## src/hw/vec_pkg.sv

```systemverilog
// ==============================
// Vector unit package with sizes,
// vector typedefs, the ALU op enum
// and the control FSM state enum
// ==============================

`default_nettype none

package vec_pkg;

    // Register geometry
    localparam int vlen_bytes = 16;
    localparam int vlen_bits = vlen_bytes * 8;
    localparam int num_regs = 4;
    localparam int reg_addr_bits = $clog2(num_regs);

    // Element sizes 8, 16, 32, 64 and 128 bits
    localparam int num_osizes = 5;
    localparam int vsew_bits = 3;

    // vl counts elements, 0 up to a full register of bytes
    localparam int vl_bits = $clog2(vlen_bytes + 1);

    // One full vector register
    typedef logic [vlen_bits-1:0] vec_data_t;

    // One bit per byte lane, for valid bytes and write enables
    typedef logic [vlen_bytes-1:0] vec_byte_mask_t;

    // Bit b set when bytes b and b+1 sit in the same element
    typedef logic [vlen_bytes-2:0] vec_merge_t;

    typedef logic [vl_bits-1:0] vec_vl_t;

    // Element width is (8 << vsew) bits, codes 5..7 reserved
    typedef logic [vsew_bits-1:0] vec_vsew_t;

    // Legal element size as a one-hot, all zero when reserved
    typedef logic [num_osizes-1:0] osize_onehot_t;

    typedef logic [reg_addr_bits-1:0] reg_addr_t;

    typedef enum logic [1:0] {
        op_add,
        op_sub,
        op_and,
        op_xor
    } vec_op_e;

    // Illegal instructions skip st_write
    typedef enum logic [1:0] {
        st_idle,
        st_exec,
        st_write,
        st_done
    } ctrl_state_e;

endpackage

`default_nettype wire
```

## src/hw/vec_unit_top.sv

```systemverilog
// ==============================
// Vector unit top level
// ==============================

`default_nettype none

module vec_unit_top (
    input  logic                  clk,
    input  logic                  rst,
    input  logic                  start,
    input  vec_pkg::vec_op_e      op,
    input  vec_pkg::reg_addr_t    vs1,
    input  vec_pkg::reg_addr_t    vs2,
    input  vec_pkg::reg_addr_t    vd,
    input  vec_pkg::vec_vsew_t    vsew,
    input  vec_pkg::vec_vl_t      vl,
    input  logic                  load_en,
    input  vec_pkg::reg_addr_t    load_addr,
    input  vec_pkg::vec_data_t    load_data,
    input  vec_pkg::reg_addr_t    read_addr,
    output logic                  busy,
    output logic                  done,
    output logic                  illegal,
    output vec_pkg::vec_data_t    read_data
);

    // Captured instruction fields
    vec_pkg::vec_op_e        ex_op;
    vec_pkg::reg_addr_t      rs1_addr;
    vec_pkg::reg_addr_t      rs2_addr;
    vec_pkg::reg_addr_t      wr_addr;
    vec_pkg::vec_vsew_t      ex_vsew;
    vec_pkg::vec_vl_t        ex_vl;
    logic                    alu_capture;
    logic                    wr_en;

    vec_pkg::vec_data_t      rs1_data;
    vec_pkg::vec_data_t      rs2_data;
    vec_pkg::vec_data_t      alu_result;
    vec_pkg::vec_merge_t     merge;
    vec_pkg::vec_byte_mask_t valid_bytes;

    vec_ctrl u_ctrl (
        .clk         (clk),
        .rst         (rst),
        .start       (start),
        .op_in       (op),
        .vs1_in      (vs1),
        .vs2_in      (vs2),
        .vd_in       (vd),
        .vsew_in     (vsew),
        .vl_in       (vl),
        .op          (ex_op),
        .rs1_addr    (rs1_addr),
        .rs2_addr    (rs2_addr),
        .wr_addr     (wr_addr),
        .vsew        (ex_vsew),
        .vl          (ex_vl),
        .alu_capture (alu_capture),
        .wr_en       (wr_en),
        .busy        (busy),
        .done        (done),
        .illegal     (illegal)
    );

    vec_regfile u_regfile (
        .clk       (clk),
        .rst       (rst),
        .rs1_addr  (rs1_addr),
        .rs2_addr  (rs2_addr),
        .read_addr (read_addr),
        .wr_en     (wr_en),
        .wr_addr   (wr_addr),
        .wr_bytes  (valid_bytes),
        .wr_data   (alu_result),
        .load_en   (load_en),
        .load_addr (load_addr),
        .load_data (load_data),
        .rs1_data  (rs1_data),
        .rs2_data  (rs2_data),
        .read_data (read_data)
    );

    // Size one-hot is only needed inside the decode element
    vec_decode_element u_decode (
        .vsew        (ex_vsew),
        .vl          (ex_vl),
        .size_onehot (),
        .merge       (merge),
        .valid_bytes (valid_bytes)
    );

    vec_alu u_alu (
        .clk     (clk),
        .rst     (rst),
        .capture (alu_capture),
        .op      (ex_op),
        .srca    (rs1_data),
        .srcb    (rs2_data),
        .merge   (merge),
        .result  (alu_result)
    );

endmodule

`default_nettype wire

```

## src/hw/vec_ctrl.sv

```systemverilog
// ==============================
// Vector unit control: instruction
// capture and execute/write FSM
// ==============================

`default_nettype none

module vec_ctrl (
    input  logic                 clk,
    input  logic                 rst,
    input  logic                 start,
    input  vec_pkg::vec_op_e     op_in,
    input  vec_pkg::reg_addr_t   vs1_in,
    input  vec_pkg::reg_addr_t   vs2_in,
    input  vec_pkg::reg_addr_t   vd_in,
    input  vec_pkg::vec_vsew_t   vsew_in,
    input  vec_pkg::vec_vl_t     vl_in,
    output vec_pkg::vec_op_e     op,
    output vec_pkg::reg_addr_t   rs1_addr,
    output vec_pkg::reg_addr_t   rs2_addr,
    output vec_pkg::reg_addr_t   wr_addr,
    output vec_pkg::vec_vsew_t   vsew,
    output vec_pkg::vec_vl_t     vl,
    output logic                 alu_capture,
    output logic                 wr_en,
    output logic                 busy,
    output logic                 done,
    output logic                 illegal
);

    vec_pkg::ctrl_state_e state;
    vec_pkg::ctrl_state_e state_next;
    logic                 accept;
    logic                 illegal_q;

    // Start only counts in idle, otherwise dropped
    assign accept = start && (state == vec_pkg::st_idle);

    always_ff @(posedge clk) begin
        if (rst) begin
            state <= vec_pkg::st_idle;
            illegal_q <= 1'b0;
        end else begin
            state <= state_next;
            if (accept) begin
                illegal_q <= (vsew_in >= vec_pkg::vec_vsew_t'(vec_pkg::num_osizes));
            end
        end
    end

    // Instruction fields
    always_ff @(posedge clk) begin
        if (accept) begin
            op <= op_in;
            rs1_addr <= vs1_in;
            rs2_addr <= vs2_in;
            wr_addr <= vd_in;
            vsew <= vsew_in;
            vl <= vl_in;
        end
    end

    always_comb begin
        state_next = state;
        case (state)
            vec_pkg::st_idle:  if (accept) state_next = vec_pkg::st_exec;
            // Reserved vsew goes straight to done, nothing written
            vec_pkg::st_exec:  state_next = illegal_q ? vec_pkg::st_done : vec_pkg::st_write;
            vec_pkg::st_write: state_next = vec_pkg::st_done;
            vec_pkg::st_done:  state_next = vec_pkg::st_idle;
        endcase
    end

    assign alu_capture = (state == vec_pkg::st_exec);
    assign wr_en = (state == vec_pkg::st_write);
    assign busy = (state != vec_pkg::st_idle);
    assign done = (state == vec_pkg::st_done);
    assign illegal = done && illegal_q;

    a_done_pulse: assert property (
        @(posedge clk) disable iff (rst)
        done |=> !done
    ) else $error("done held longer than one cycle");

endmodule

`default_nettype wire

```

## src/hw/vec_regfile.sv

```systemverilog
// ==============================
// Vector register file, four regs,
// byte-enabled and load write ports
// ==============================

`default_nettype none

module vec_regfile (
    input  logic                    clk,
    input  logic                    rst,
    input  vec_pkg::reg_addr_t      rs1_addr,
    input  vec_pkg::reg_addr_t      rs2_addr,
    input  vec_pkg::reg_addr_t      read_addr,
    input  logic                    wr_en,
    input  vec_pkg::reg_addr_t      wr_addr,
    input  vec_pkg::vec_byte_mask_t wr_bytes,
    input  vec_pkg::vec_data_t      wr_data,
    input  logic                    load_en,
    input  vec_pkg::reg_addr_t      load_addr,
    input  vec_pkg::vec_data_t      load_data,
    output vec_pkg::vec_data_t      rs1_data,
    output vec_pkg::vec_data_t      rs2_data,
    output vec_pkg::vec_data_t      read_data
);

    vec_pkg::vec_data_t regs [vec_pkg::num_regs];

    always_ff @(posedge clk) begin
        if (rst) begin
            for (int i = 0; i < vec_pkg::num_regs; i++) begin
                regs[i] <= '0;
            end
        end else if (load_en) begin
            regs[load_addr] <= load_data;
        end else if (wr_en) begin
            // Tail and inactive bytes keep their old value
            for (int b = 0; b < vec_pkg::vlen_bytes; b++) begin
                if (wr_bytes[b]) begin
                    regs[wr_addr][8*b +: 8] <= wr_data[8*b +: 8];
                end
            end
        end
    end

    // Combinational reads
    assign rs1_data = regs[rs1_addr];
    assign rs2_data = regs[rs2_addr];
    assign read_data = regs[read_addr];

    // Loads come from outside, execute writes from the FSM
    a_write_exclusive: assert property (
        @(posedge clk) disable iff (rst)
        !(load_en && wr_en)
    ) else $error("Load collided with execute write");

endmodule

`default_nettype wire

```

## src/hw/vec_alu.sv

```systemverilog
// ==============================
// Byte-lane vector ALU with merged
// carry chains, registered result
// ==============================

`default_nettype none

module vec_alu (
    input  logic                clk,
    input  logic                rst,
    input  logic                capture,
    input  vec_pkg::vec_op_e    op,
    input  vec_pkg::vec_data_t  srca,
    input  vec_pkg::vec_data_t  srcb,
    input  vec_pkg::vec_merge_t merge,
    output vec_pkg::vec_data_t  result
);

    logic                         is_sub;
    vec_pkg::vec_data_t           operand_b;
    vec_pkg::vec_data_t           sum;
    vec_pkg::vec_data_t           alu_out;
    logic [vec_pkg::vlen_bytes-1:0] carry_in;
    logic [vec_pkg::vlen_bytes-1:0] carry_out;

    // Subtract as a + ~b + 1, the +1 entering at each element start
    assign is_sub = (op == vec_pkg::op_sub);
    assign operand_b = is_sub ? ~srcb : srcb;

    assign carry_in[0] = is_sub;

    for (genvar b = 1; b < vec_pkg::vlen_bytes; b++) begin : gen_carry
        // Carry crosses the lane boundary only inside one element
        assign carry_in[b] = merge[b-1] ? carry_out[b-1] : is_sub;
    end

    for (genvar b = 0; b < vec_pkg::vlen_bytes; b++) begin : gen_adder
        assign {carry_out[b], sum[8*b +: 8]} = {1'b0, srca[8*b +: 8]} +
                                               {1'b0, operand_b[8*b +: 8]} +
                                               9'(carry_in[b]);
    end

    always_comb begin
        unique case (op)
            vec_pkg::op_add: alu_out = sum;
            vec_pkg::op_sub: alu_out = sum;
            vec_pkg::op_and: alu_out = srca & srcb;
            vec_pkg::op_xor: alu_out = srca ^ srcb;
        endcase
    end

    // Result holds until the next execute cycle
    always_ff @(posedge clk) begin
        if (capture) begin
            result <= alu_out;
        end
    end

    // One capture per instruction, the FSM never stays in execute
    a_capture_single: assert property (
        @(posedge clk) disable iff (rst)
        capture |=> !capture
    ) else $error("ALU capture held for two cycles");

endmodule

`default_nettype wire

```

## src/hw/vec_decode_element.sv

```systemverilog
// ==============================
// Per-element decode of vsew and vl
// into size one-hot, byte-merge mask
// and byte-valid mask
// ==============================

`default_nettype none

module vec_decode_element (
    input  vec_pkg::vec_vsew_t      vsew,
    input  vec_pkg::vec_vl_t        vl,
    output vec_pkg::osize_onehot_t  size_onehot,
    output vec_pkg::vec_merge_t     merge,
    output vec_pkg::vec_byte_mask_t valid_bytes
);

    // Candidate masks, one per legal size, gated by its one-hot bit
    vec_pkg::vec_merge_t     merge_size [vec_pkg::num_osizes];
    vec_pkg::vec_byte_mask_t valid_size [vec_pkg::num_osizes];

    // Size one-hot, reserved codes match no entry
    for (genvar s = 0; s < vec_pkg::num_osizes; s++) begin : gen_onehot
        assign size_onehot[s] = (vsew == vec_pkg::vec_vsew_t'(s));
    end

    for (genvar s = 0; s < vec_pkg::num_osizes; s++) begin : gen_size
        for (genvar b = 0; b < vec_pkg::vlen_bytes; b++) begin : gen_byte
            // Byte b belongs to element (b >> s) for 2**s byte elements
            assign valid_size[s][b] = size_onehot[s] &&
                                      (vl > vec_pkg::vec_vl_t'(b >> s));

            // Chain into the next byte unless b ends an element
            if (b < vec_pkg::vlen_bytes - 1) begin : gen_merge
                assign merge_size[s][b] = size_onehot[s] &&
                                          (((b + 1) % (1 << s)) != 0);
            end
        end
    end

    // At most one size is active, so OR picks its masks
    always_comb begin
        merge = '0;
        valid_bytes = '0;
        for (int s = 0; s < vec_pkg::num_osizes; s++) begin
            merge = merge | merge_size[s];
            valid_bytes = valid_bytes | valid_size[s];
        end
    end

endmodule

`default_nettype wire

```

## config.mk

```make
export PLATFORM = sky130hd
export DESIGN_NAME = vec_unit_top
export DESIGN_NICKNAME = d
export VERILOG_FILES = /design/src/hw/vec_pkg.sv /design/src/hw/vec_unit_top.sv /design/src/hw/vec_ctrl.sv /design/src/hw/vec_regfile.sv /design/src/hw/vec_alu.sv /design/src/hw/vec_decode_element.sv
export SDC_FILE = /design/constraint.sdc
export NUM_CORES = 2
export LEC_CHECK = 0
export ABC_AREA = 1
export BUFFER_PORTS_ARGS = -buffer_cell sky130_fd_sc_hd__buf_2
export CORE_MARGIN = 4
export CORE_UTILIZATION = 40
export CTS_CLUSTER_SIZE = 8
export DETAILED_ROUTE_END_ITERATION = 8
export GPL_ROUTABILITY_DRIVEN = 0
export PLACE_DENSITY = 0.65
export RECOVER_POWER = 100
export SYNTH_ARGS = -nofsm -noshare
export SYNTH_HDL_FRONTEND = slang
export SYNTH_SLANG_ARGS = --single-unit
```

## constraint.sdc

```tcl
create_clock -name clk -period 28 [get_ports clk]
set_clock_uncertainty 0.1 [all_clocks]
set_input_delay 5.6 -clock clk [delete_from_list [all_inputs] [get_ports clk]]
set_output_delay 5.6 -clock clk [all_outputs]
set_load 0.02 [all_outputs]
```

==> flow_summary_export.csv <==
group,metric,value,unit
run_status,status,"finished with violations",
run_status,violations,"max-capacitance violations, max-slew violations",
sta,relSlewSlack,-460,%
global_routing,grt_pass1_wl,255,mm
setup_path,ff2ff_setup_slack,2.42,ns
global_routing,antenna_found_initial,7,
setup_path,ff2ff_path_depth,161,
setup_path,arrival,25.92,ns
power,ir_drop,0.0000550,V
power,powerDensity,116,nW/um^2
flow_run,maxCapViolations,14,
sta,clock.fmax,0.0391,GHz
routing,routed-wl-met3,19.1,mm
layout,multiInputGateArea,23000,um^2
clock_tree,cts_max_level,3,
logic_synthesis,syn_nets,6575,
worst_hold_path,hold_depth,2,
power,p_leak,0.0221,uW
sta,setup_violations,0,
routing,ant_nets,0,
sta,slew_viol_final,788,
clock_tree,cts_hold_buf,0,
clock_tree,max-clock-path-buffers,3,
sta,finalCriticalPeriod,25.58,ns
logic_synthesis,netlist_area,47100,um^2
clock_tree,clock-sinks,663,
power,power,6010,uW
sta,setup_slack,2.42,ns
logic_synthesis,yosysWarnings,0,
die,die_w,351,um
worst_hold_path,hold_class,"reg2reg",
setup_path,crit_type,"reg2reg",
sta,timing.final.crit_share,91.4,%
setup_path,crit_top_cell,"nand2_1",
setup_path,crit_path_start_kind,"register",
worst_hold_path,min_from,"u_ctrl.rs1_addr[1]$_DFFE_PP_",
layout,area_growth,10.4,%
global_routing,grt_max_degree,130,
clock_tree,numCtsBuffers,94,
routing,maxUsedRoutingLayer,"met5",
global_routing,grt_remaining_overflow,0,
logic_synthesis,syn-instance-count,6148,
global_routing,grt_pass1_vias,42636,
placement,io_buffers,282,
die,rows,125,
routing,wl_met2,77.9,mm
clock_tree,clk_pin_slew_worst_paths,0.06,ns
layout,design_area,52000,um^2
die,fp.dieH,351,um
placement,pre_cts_ws,1.26,ns
clock_tree,cts_root_buffer,"clkbuf_16",
setup_path,worst_path_max_delay_cell,"buf_4",
sta,tightest_slew,8.40,ns
routing,vias,45431,
setup_path,setup.worst_path.end_class,"register",
die,num_io_pins,283,
sta,tns,0,ns
layout,layout.nets,6676,
placement,postPlaceCellArea,49600,um^2
clock_tree,insertion_delay,0.68,ns
routing,drt_iter0_drc,5847,
layout,seq_area,19900,um^2
logic_synthesis,ys_ff_latch,663,
routing,met1_length,68.8,mm
sta,fin_hold_ws,0.339,ns
setup_path,cp.required,28.33,ns
routing,routed_via_density,5.82,
logic_synthesis,ys_types,34,
die,core_area,117000,um^2
die,fp.dieArea,123000,um^2
logic_synthesis,syn_area_per_cell,7.66,um^2
global_routing,grt_usage,27.0,%
layout,fillerInstances,11576,
setup_path,cp_max_fo,79,
layout,layout-drive-gt1-share,5.51,%
routing,wirelength,173,mm
setup_path,worstReg2RegEnd,"u_alu.result[126]$_DFFE_PN_",
routing,wire_per_inst,22.2,um
placement,place.detailed.hpwl,112,mm
sta,rsz0062_at_grt,"false",
sta,finalHoldViolCount,0,
clock_tree,cts_tree,"done",
routing,firstDrtPassIters,6,
die,initial_utilization,40.4,%
logic_synthesis,yosysSeqAreaShare,42.1,%
setup_path,critPathMaxStageDelay,0.71,ns
routing,drc_errors,0,
-- logic make-up (layout without fill, tap and decap cells) --
kind of cell               Yosys count  count (layout)  share of synthesized area [%]
adders and majority gates          275             275                           7.80
other                                0               2                              0
DFF                                663             663                           42.1
buffers and inverters             1117            1249                           9.06
and+or+nand+nor                   2744            2744                           23.8
AOI/OAI and AO/OA                 1193            1193                           14.4
xor gates and xnor gates           156             156                           2.90
-- registers in the layout (all words and copies together), names as in the netlist, named ones only --
signal            cells
u_ctrl.vsew           3
u_ctrl.rs1_addr       2
u_ctrl.wr_addr        2
u_ctrl.op             2
u_alu.result        128
u_ctrl.rs2_addr       2
u_ctrl.vl             5
u_ctrl.illegal_q      1
u_regfile.regs      512
u_ctrl.state          2
-- power breakdown --
group	leakage, uW	switching [uW]	internal (uW)
combinational	0.0141	2270	1180
clock	0.00124	442	616
sequential	0.00675	104	1400
total	0.0221	2820	3190
-- metal layers --
metal | up-vias | global-route usage (%)
met5 | - | 0
met1 | 21451 | 35.9
met3 | 439 | 5.15
met4 | 2 | 11.1
li1 | 20813 | -
met2 | 2726 | 43.3
-- how the worst max path moves through the flow --
stage / startpoint / to / slack (ns) / depth (start not counted)
final: register / u_alu.result[126]$_DFFE_PN_ / 2.42 / 161
after global routing: register / u_alu.result[126]$_DFFE_PN_ / 0.01 / 167
after CTS: register / u_alu.result[126]$_DFFE_PN_ / 1.17 / 165
after detailed placement: register / u_alu.result[126]$_DFFE_PN_ / 1.26 / 165
after global placement: register / u_alu.result[126]$_DFFE_PN_ / 1.49 / 167
after floorplan: register / u_alu.result[126]$_DFFE_PN_ / 3.85 / 168
-- layout by cell type (no fill, tap or decap), types with 4 or more instances in the layout --
master,count
inv_8,4
fa_1,23
xnor2_1,16
buf_6,6
inv_1,740
o21bai_1,26
a32oi_1,29
o2111ai_1,13
o22ai_1,348
edfxtp_1,656
nor2_1,869
nand2_1,1291
clkbuf_16,95
o21ai_0,532
nand3_1,528
dfxtp_4,4
inv_2,5
clkbuf_1,195
buf_4,53
nor3_1,7
nor2_2,4
or2_2,8
fa_2,8
xor2_1,139
ha_1,244
and2_1,13
buf_2,136
nand4_1,16
o211ai_1,46
a21oi_1,194
-- cells in the mapped netlist (all sizes together) --
cell type,instances,area (um^2)
xor2,140,1230
o211ai,46,350
o22ai,348,2180
nor3,7,35.0
edfxtp,656,19700
o31ai,1,7.51
fa,31,621
nand3,528,2640
or2,9,56.3
o2111ai,14,123
buf,83,385
o21ai,533,2670
and2,13,81.3
a31oi,1,6.26
a32oi,30,263
inv,753,2830
nand2,1296,4950
o21bai,26,195
nand4,16,100
clkbuf,281,1050
xnor2,16,140
dfxtp,7,140
nor2,875,3330
ha,244,3050
a21oi,194,971
-- area by class of cell --
class                   count  share of cell area, %
diodes                      2                0.00962
clock buffers             121                   4.76
clock inverters             6                  0.154
inverters                 753                   5.56
multi-input cells        4368                   44.1
flip-flops and latches    663                   38.2
well taps                1524                   3.67
repair buffers            366                   3.49
repair inverters            3                 0.0649
-- per-stage QoR --
step                      util [%]  cells
final                         44.6   7806
after global routing          44.6   7804
after detailed placement      42.6   7661
after CTS                     44.8   7788
after floorplan                  -   6148
after global placement        42.6   7661
-- timing repair --
item / in CTS / in global routing
setup endpoints to repair: 0 / 8
gates resized for setup: 0 / 25
setup buffers: 0 / 13
-- worst max-delay path: cells and delay by family, from the launching register on --
family | cells | cell delay, ns
buf+inv | 16 | 2.14
simple gates | 93 | 6.97
xor+xnor | 1 | 0.15
compound gates | 20 | 2.09
flops | 1 | 0.47
fa+ha+maj | 31 | 13.37
Note: power is estimated with default switching activity, not from simulation.
